$ cat src/design/cipher_pkg.sv
package cipher_pkg;

	// ********************
	// Data types
	// ********************

	// Half [1] is XTEA v0 and half [0] is v1
	typedef logic [1:0][31:0] block_t;

	// Word [0] is XTEA k[0]; the first key beat carries k[0] then k[1]
	typedef logic [3:0][31:0] key_t;

	typedef enum logic [1:0] {
		MODE_ECB = 2'd0,
		MODE_CBC = 2'd1,
		MODE_CTR = 2'd2
	} cipher_mode_e;

	typedef struct packed {
		cipher_mode_e mode;
		logic         decrypt;
	} cipher_cmd_t;

	typedef struct packed {
		block_t data;
		logic   last; // Set on the final data block of a job
	} stream_beat_t;

	typedef struct packed {
		block_t blk;
		logic   decrypt;
	} core_req_t;

	// ********************
	// Constants
	// ********************

	localparam logic [31:0] XTEA_DELTA = 32'h9E37_79B9;
	localparam int DEFAULT_ROUNDS = 32;

endpackage

$ cat src/design/xtea_core.sv
`timescale 1ns/1ps

module xtea_core import cipher_pkg::*; #(
	parameter int ROUNDS = DEFAULT_ROUNDS
) (
	input  logic      clk,
	input  logic      reset,
	input  logic      start,
	input  core_req_t req,
	input  key_t      key,
	output logic      busy,
	output logic      result_valid,
	output block_t    result
);

	localparam int CNT_W = $clog2(ROUNDS + 1);
	localparam logic [CNT_W-1:0] LAST_CNT = CNT_W'(ROUNDS - 1);
	localparam logic [31:0] SUM_DEC = XTEA_DELTA * 32'(ROUNDS); // Wraps modulo 2^32

	logic [CNT_W-1:0] cnt;
	block_t           v;
	logic [31:0]      sum;
	logic [31:0]      sum_step;
	logic             dec;
	logic [31:0]      new_v0;
	logic [31:0]      new_v1;

	function automatic logic [31:0] mix(input logic [31:0] x);
		return ((x << 4) ^ (x >> 5)) + x;
	endfunction

	// ********************
	// One Feistel cycle
	// ********************

	always_comb begin
		if (dec) begin
			sum_step = sum - XTEA_DELTA;
			new_v1 = v[0] - (mix(v[1]) ^ (sum + key[sum[12:11]]));
			new_v0 = v[1] - (mix(new_v1) ^ (sum_step + key[sum_step[1:0]]));
		end else begin
			sum_step = sum + XTEA_DELTA;
			new_v0 = v[1] + (mix(v[0]) ^ (sum + key[sum[1:0]]));
			new_v1 = v[0] + (mix(new_v0) ^ (sum_step + key[sum_step[12:11]]));
		end
	end

	// ********************
	// Sequencing
	// ********************

	always_ff @(posedge clk) begin
		if (reset) begin
			busy <= 1'b0;
			result_valid <= 1'b0;
			cnt <= '0;
		end else begin
			result_valid <= 1'b0;
			if (start && !busy) begin
				busy <= 1'b1;
				cnt <= '0;
			end else if (busy) begin
				cnt <= cnt + 1'b1;
				if (cnt == LAST_CNT) begin
					busy <= 1'b0; // Last cycle lands on this edge
					result_valid <= 1'b1;
				end
			end
		end
	end

	always_ff @(posedge clk) begin
		if (start && !busy) begin
			v <= req.blk;
			dec <= req.decrypt;
			sum <= req.decrypt ? SUM_DEC : 32'd0;
		end else if (busy) begin
			v <= {new_v0, new_v1};
			sum <= sum_step;
		end
	end

	assign result = v;

endmodule

$ cat src/design/chain_unit.sv
`timescale 1ns/1ps

module chain_unit import cipher_pkg::*; (
	input  logic        clk,
	input  logic        reset,
	input  cipher_cmd_t cmd,
	input  logic        load_iv,
	input  block_t      iv,
	input  block_t      blk,
	input  logic        advance,
	input  block_t      result,
	output block_t      core_in,
	output block_t      mask
);

	block_t chain_q; // IV, previous ciphertext or counter

	// ********************
	// Core input and mask
	// ********************

	always_comb begin
		case (cmd.mode)
			MODE_CBC: begin
				if (cmd.decrypt) begin
					core_in = blk;
					mask = chain_q; // Previous ciphertext unmasks the plaintext
				end else begin
					core_in = blk ^ chain_q;
					mask = '0;
				end
			end
			MODE_CTR: begin
				core_in = chain_q;
				mask = blk; // Keystream XOR data in both directions
			end
			default: begin
				core_in = blk;
				mask = '0;
			end
		endcase
	end

	// ********************
	// Register update
	// ********************

	always_ff @(posedge clk) begin
		if (reset) begin
			chain_q <= '0;
		end else if (load_iv) begin
			chain_q <= iv;
		end else if (advance) begin
			case (cmd.mode)
				MODE_CBC: chain_q <= cmd.decrypt ? blk : result;
				MODE_CTR: chain_q <= chain_q + 64'd1; // Wraps at 2^64
				default: chain_q <= chain_q;
			endcase
		end
	end

endmodule

$ cat src/design/mode_controller.sv
`timescale 1ns/1ps

module mode_controller import cipher_pkg::*; (
	input  logic         clk,
	input  logic         reset,
	input  cipher_cmd_t  cmd,
	input  logic         in_valid,
	input  stream_beat_t in_beat,
	output logic         in_ready,
	output logic         out_valid,
	output stream_beat_t out_beat,
	input  logic         out_ready,
	output logic         done,
	output key_t         key,
	output logic         start,
	output core_req_t    req,
	input  logic         result_valid,
	input  block_t       result,
	output logic         load_iv,
	output block_t       iv,
	output block_t       blk,
	output logic         advance,
	input  block_t       core_in,
	input  block_t       mask
);

	typedef enum logic [2:0] {
		KEY_HI,
		KEY_LO,
		IV,
		BLOCK,
		RUN,
		DRAIN
	} state_e;

	state_e state;
	state_e state_next;
	logic   in_fire;
	logic   out_fire;
	logic   launch; // Block held, request goes out next edge
	logic   blk_last;

	assign in_fire = in_valid && in_ready;
	assign out_fire = out_valid && out_ready;

	assign load_iv = (state == IV) && in_fire;
	assign iv = in_beat.data;
	assign advance = (state == RUN) && result_valid;

	// ********************
	// Next state
	// ********************

	always_comb begin
		state_next = state;
		case (state)
			KEY_HI: if (in_fire) state_next = KEY_LO;
			KEY_LO: if (in_fire) state_next = (cmd.mode == MODE_ECB) ? BLOCK : IV;
			IV: if (in_fire) state_next = BLOCK;
			BLOCK: if (in_fire) state_next = RUN;
			RUN: if (result_valid) state_next = DRAIN;
			DRAIN: if (out_fire) state_next = out_beat.last ? KEY_HI : BLOCK;
			default: state_next = KEY_HI;
		endcase
	end

	// ********************
	// Control registers
	// ********************

	always_ff @(posedge clk) begin
		if (reset) begin
			state <= KEY_HI;
			in_ready <= 1'b0;
			out_valid <= 1'b0;
			done <= 1'b0;
			start <= 1'b0;
			launch <= 1'b0;
		end else begin
			state <= state_next;
			in_ready <= (state_next != RUN) && (state_next != DRAIN);
			done <= out_fire && out_beat.last;
			launch <= (state == BLOCK) && in_fire;
			start <= launch;
			if (advance) begin
				out_valid <= 1'b1;
			end else if (out_fire) begin
				out_valid <= 1'b0;
			end
		end
	end

	// ********************
	// Data registers
	// ********************

	always_ff @(posedge clk) begin
		if (state == KEY_HI && in_fire) begin
			key[0] <= in_beat.data[1];
			key[1] <= in_beat.data[0];
		end
		if (state == KEY_LO && in_fire) begin
			key[2] <= in_beat.data[1];
			key[3] <= in_beat.data[0];
		end
		if (state == BLOCK && in_fire) begin
			blk <= in_beat.data;
			blk_last <= in_beat.last;
		end
		if (launch) begin
			req.blk <= core_in;
			req.decrypt <= cmd.decrypt && (cmd.mode != MODE_CTR); // CTR always encrypts
		end
		if (advance) begin
			out_beat.data <= result ^ mask;
			out_beat.last <= blk_last;
		end
	end

endmodule

$ cat src/design/cipher_top.sv
`timescale 1ns/1ps

module cipher_top import cipher_pkg::*; #(
	parameter int ROUNDS = DEFAULT_ROUNDS
) (
	input  logic         clk,
	input  logic         reset,
	input  cipher_cmd_t  cmd,
	input  logic         in_valid,
	input  stream_beat_t in_beat,
	output logic         in_ready,
	output logic         out_valid,
	output stream_beat_t out_beat,
	input  logic         out_ready,
	output logic         done
);

	key_t      key;
	logic      start;
	core_req_t req;
	logic      result_valid;
	block_t    result;
	logic      load_iv;
	block_t    iv;
	block_t    blk;
	logic      advance;
	block_t    core_in;
	block_t    mask;

	mode_controller u_ctrl (
		.clk(clk),
		.reset(reset),
		.cmd(cmd),
		.in_valid(in_valid),
		.in_beat(in_beat),
		.in_ready(in_ready),
		.out_valid(out_valid),
		.out_beat(out_beat),
		.out_ready(out_ready),
		.done(done),
		.key(key),
		.start(start),
		.req(req),
		.result_valid(result_valid),
		.result(result),
		.load_iv(load_iv),
		.iv(iv),
		.blk(blk),
		.advance(advance),
		.core_in(core_in),
		.mask(mask)
	);

	xtea_core #(.ROUNDS(ROUNDS)) u_core (
		.clk(clk),
		.reset(reset),
		.start(start),
		.req(req),
		.key(key),
		.busy(),
		.result_valid(result_valid),
		.result(result)
	);

	chain_unit u_chain (
		.clk(clk),
		.reset(reset),
		.cmd(cmd),
		.load_iv(load_iv),
		.iv(iv),
		.blk(blk),
		.advance(advance),
		.result(result),
		.core_in(core_in),
		.mask(mask)
	);

endmodule

$ cat config.mk
export PLATFORM = sky130hd
export DESIGN_NAME = cipher_top
export DESIGN_NICKNAME = d
export VERILOG_FILES = /design/src/design/cipher_pkg.sv /design/src/design/xtea_core.sv /design/src/design/chain_unit.sv /design/src/design/mode_controller.sv /design/src/design/cipher_top.sv
export SDC_FILE = /design/constraint.sdc
export NUM_CORES = 2
export LEC_CHECK = 0
export BUFFER_PORTS_ARGS = -buffer_cell sky130_fd_sc_hd__buf_2
export CORE_MARGIN = 1.5
export CORE_UTILIZATION = 50
export CTS_CLUSTER_DIAMETER = 150
export DETAILED_ROUTE_END_ITERATION = 12
export PLACE_DENSITY = 0.66
export SLEW_MARGIN = 20
export SYNTH_ARGS = -nofsm -noshare
export SYNTH_HDL_FRONTEND = slang
export SYNTH_HIERARCHICAL = 1
export SYNTH_SLANG_ARGS = --single-unit
$ cat constraint.sdc
create_clock -name clk -period 23.5 [get_ports clk]
set_clock_uncertainty 0.1 [all_clocks]
set_input_delay 2.35 -clock clk [delete_from_list [all_inputs] [get_ports clk]]
set_output_delay 2.35 -clock clk [all_outputs]
set_load 0.03 [all_outputs]
==> impl_summary.txt <==
----------------------------------------------------
[CTS]
  TritonCTS buffer count ... a little over 60
  Post-cts gate resize count ... 0
  Clk buf depth ... 3
  # Post-CTS Setup Buffers ... 0
  TritonCTS clock tree ... yes
  Number of hold buffers added after CTS ... 0
  H-Tree Depth ... 2
  CTS clk-pin slew, worst paths ... ~70 ps
  Source-to-sink clock delay at the later pin of the worst-skew pair ... between 600 and 700 ps
  Number of clock sinks seen by CTS ... 500
  Buffer cell driving the clock tree root ... clkbuf_16

[Timing]
  Count of final setup violators ... 0
  Final worst setup slack ... around 12000 ps
  Final Hold Viols ... 0
  Tcrit/Tclk final ... between 40% and 50%
  Highest clock rate ... approximately 0.086 GHz
  Worst-case headroom to the max-slew limit ... 19.08%
  Total Negative Setup Slacks ... 0 ps
  Actual slew at the worst max-slew pin ... around 1200 ps
  Time the final worst path needs with I/O delays and setup ... around 12000 ps
  Number of max-slew violations in the final report ... 0
  Unrepaired setup endpoints after global routing ... false

[Flow run]
  Number of violations of the max-capacitance limit ... 0

[Synth]
  Avg Cell Area, Syn ... 9.373 sq um
  Largest cells by area after synthesis ... edfxtp_1 (26%), ha_1 (10%), xnor2_1 (7.6%), mux4_2 (5.8%), xor2_1 (5.3%)
  Number of unique standard cell types used by synthesis ... ~120
  Post-synthesis sequential element count ... 500
  Proportion of synthesized chip area in sequential cells ... just under 30%
  Synth Warn # ... 6
  Share of the synthesized area in the top cell type ... between 20% and 30%
  Biggest area consumer among synthesized cells ... edfxtp_1
  Fraction of registers with async set or reset after synthesis ... 0%
  Syn_nets ... ~5600
  Synth Cell Area ... approximately 48000 sq um
  Synthesized instance count ... 5136
  Most instantiated flip-flop cell in the synthesis netlist ... edfxtp_1
  Number of flops mapped to enable cells by yosys ... 420

[Global routing]
  First-pass GRT wire length ... 273600 um
  Global routing's busiest layer ... met2
  Final global-route overflow total ... 0
  Number of antenna violations at the first check in global routing ... 12
  Met3 Use GR ... between 10% and 20%
  GR met1 Demand/Resource ... between 50% and 60%
  Met2 track demand over resource ... a little under three fifths
  Total GRT Usage ... approximately 38%
  Pin count of the biggest net entering global routing ... 72
  Vias in the first global route ... ~40000

[Floorplanning]
  Height of the chip ... roughly 310 um
  Core outline area ... between 90000 and 100000 sq um
  Die Width ... ~310 um
  # rows ... 113
  Initial Utilization ... 50.59%
  Top Ports ... 140
  Overall die area ... a little under 100000 sq um

[Detailed routing]
  DR vias/cell ... 6.833
  Detailed Route Iter0 Violations ... 6651
  Detailed Route WL ... 193400 um
  Post-route antenna net violation count ... 0
  Average wire per cell in the routed design ... 30.08 um
  DR vias ... 43950
  DRT Pass-1 Iters ... 7
  DRC Markers ... 0

[Worst setup path]
  Required time worst endpoint ... 23840 ps
  Startpoint-to-endpoint class of the critical path ... flip-flop to flip-flop
  Beginning of the worst register-to-register path ... u_core/sum[12]
  Count of cells along the worst register-to-register path ... 41
  Critical path's largest stage delay ... approximately 850 ps
  Kind of end point of the critical path ... flip-flop
  Critical Path Most Common Cell ... xnor2_1
  Largest driver fanout on the critical path ... 33
  Setup crit start ... u_core/sum[12]
  Setup slack of the most critical reg-to-reg path ... 11880 ps
  Arrival time of data at the critical path endpoint ... around 12000 ps
  Worst r2r dst ... u_core/result[63]
  Top Family by Delay on Critical Path ... compound AO/OA/AOI/OAI gates
  Cell with the biggest individual delay on the critical path ... xnor2_1
  Number of buffer and inverter stages on the critical path ... 1
  Startpoint class of the critical path ... flip-flop

[Placement]
  Number of cells in the design after placement ... between 6000 and 7000
  HPWL after detailed placement ... ~150000 um
  GPL Wtd Cong ... 1.054
  Placed inst area ... a little under 50000 sq um
  Post-placement setup slack ... roughly 12000 ps
  I/O Buffers ... between 100 and 150

[Layout]
  Fraction of final layout cells with drive strength greater than 1 ... 10.78%
  Final std cell area, no fill ... slightly above 50000 sq um
  Fin nets ... 5588
  Filler instances ... 8563
  Fin cells ... about 6400
  Layout overhead on the synthesized area ... 7.335%

[Worst hold path]
  Origin of the worst min-delay path ... u_ctrl/blk_last
  HP Class ... flip-flop to flip-flop
  Hold path endpoint ... u_ctrl/out_beat[0]
  Cell count of the worst hold path ... 0

[Power and ir drop]
  Largest voltage drop on the vdd net ... roughly 71 uV
  Leak pwr ... 0.02015 uW
  Power Density ... 81.23 nW/um^2

[Outcome]
  Status ... finished, final reports clean

----------------------------------------------------
==> layout make-up <==
cell class | count | area, sq um | share of cell area [%]
Clock buffer | 70 | 1560 | 3.020
Multi-Input combinational cell | 4190 | 31990 | 61.92
Sequential cell | 500 | 14220 | 27.52
Clock inverter | 44 | 459.2 | 0.8887
Inverter | 137 | 518.0 | 1.002
Antenna cell | 1 | 2.502 | 0.004843
Tap cell | 1265 | 1583 | 3.063
Timing Repair Buffer | 224 | 1336 | 2.586
==> worst reg2reg max path, delay by kind of cell (launching register included) <==
family | cells | cell delay (ps)
AOI/OAI and AO/OA | 16 | 4030
xor gates and xnor gates | 9 | 2400
and+or+nand+nor | 10 | 1620
adders and majority gates | 4 | 1500
DFF | 1 | 790
buffers and inverters | 1 | 570
muxes | 1 | 400
==> per-stage QoR <==
stage / util [%] / hold WS [ps] / power, uW
floorplan: - / 300.3 / 2587
global placement: 52.17 / 301.3 / 3146
detailed placement: 52.17 / 322.4 / 3154
CTS: 54.29 / 337.2 / 4141
global route: 54.30 / 353.9 / 4401
finish: 54.30 / 331.6 / 4197
==> cells by family (layout without fill, tap and decap cells) <==
group | after synthesis | count (layout) | share of synthesized area, %
mux | 229 | 229 | 8.094
buf+inv | 446 | 475 | 4.211
xor+xnor | 717 | 717 | 13.21
simple gates | 1249 | 1249 | 12.70
other cells | 0 | 1 | 0
compound gates | 1593 | 1593 | 21.63
flops | 500 | 500 | 29.53
fa+ha+maj | 402 | 402 | 10.64
==> synth_stat cells, types with 48 or more instances <==
cell / count
nand2_1: 299
nand2b_1: 58
a211oi_1: 63
a21oi_1: 421
a32o_1: 52
inv_1: 134
nand4_1: 55
mux2i_1: 84
a21o_1: 202
mux4_2: 125
buf_4: 70
xor2_1: 291
clkbuf_1: 167
ha_1: 390
dfxtp_1: 80
nor2_1: 372
nand3_1: 90
a22oi_1: 74
xnor2_1: 420
o21bai_1: 48
nor2b_1: 87
edfxtp_1: 420
nor3_1: 98
o21ai_0: 343
==> power by group <==
part / switching, uW / internal (uW) / total [uW]
sequential: 12.0 / 1000 / 1010
clock: 437 / 550 / 987
combinational: 1330 / 871 / 2200
total: 1780 / 2420 / 4200
==> per-layer routing <==
layer,share of wire (%),routed length [um]
met3,14,26800
met5,0.019,36
met2,42,81340
met1,40,77130
met4,4.2,8112
==> registers in the layout, summed over array words and instances (netlist names) <==
| name | flops |
|---|---|
| u_ctrl/blk_last | 1 |
| u_ctrl/key | 128 |
| u_ctrl/launch | 1 |
| u_core/sum | 32 |
| u_ctrl/in_ready | 1 |
| u_core/dec | 1 |
| u_core/result_valid | 1 |
| u_core/busy | 1 |
| u_ctrl/blk | 64 |
| u_ctrl/out_beat | 65 |
| u_ctrl/state | 3 |
| u_ctrl/out_valid | 1 |
| u_core/result | 64 |
| u_ctrl/done | 1 |
| u_core/cnt | 6 |
| u_ctrl/req | 65 |
| u_ctrl/start | 1 |
| u_chain/chain_q | 64 |
==> how the worst max path moves through the flow <==
stage	endpoint	slack (ps)	depth (start not counted)
floorplan	u_core/result[63]	13410	43
global placement	u_core/result[63]	12140	41
detailed placement	u_core/result[31]	12030	41
CTS	u_core/result[31]	12040	42
global route	u_core/result[63]	11260	40
finish	u_core/result[63]	11880	41
==> placed cells by master, fill, tap and decap left out, types with 15 or more instances in the layout <==
cell type | netlist | final
nor2b_1 | 87 | 87
a221o_1 | 15 | 15
a21o_1 | 202 | 202
edfxtp_1 | 420 | 420
o21bai_1 | 48 | 48
a32o_1 | 52 | 52
nand4_1 | 55 | 55
xor2_1 | 291 | 291
clkbuf_16 | 0 | 61
nor3_1 | 98 | 96
or2_2 | 15 | 15
dfxtp_1 | 80 | 79
inv_1 | 134 | 131
o21ai_0 | 343 | 342
nor4_1 | 23 | 22
a31oi_1 | 47 | 47
a21oi_1 | 421 | 421
xnor2_1 | 420 | 419
buf_2 | 31 | 138
buf_4 | 70 | 86
mux2_2 | 19 | 19
a211o_1 | 16 | 16
o211ai_1 | 37 | 37
a211oi_1 | 63 | 63
a22oi_1 | 74 | 74
nand2_1 | 299 | 298
or3_1 | 22 | 22
ha_1 | 390 | 389
and2_1 | 22 | 22
and3_1 | 41 | 41
nor2_1 | 372 | 370
nand3_1 | 90 | 90
o31ai_1 | 19 | 19
mux4_2 | 125 | 125
o21ai_1 | 28 | 28
o21a_1 | 38 | 38
nand2b_1 | 58 | 57
mux2i_1 | 84 | 84
a221oi_1 | 23 | 23
No activity file was read; power rests on OpenSTA's default activity.
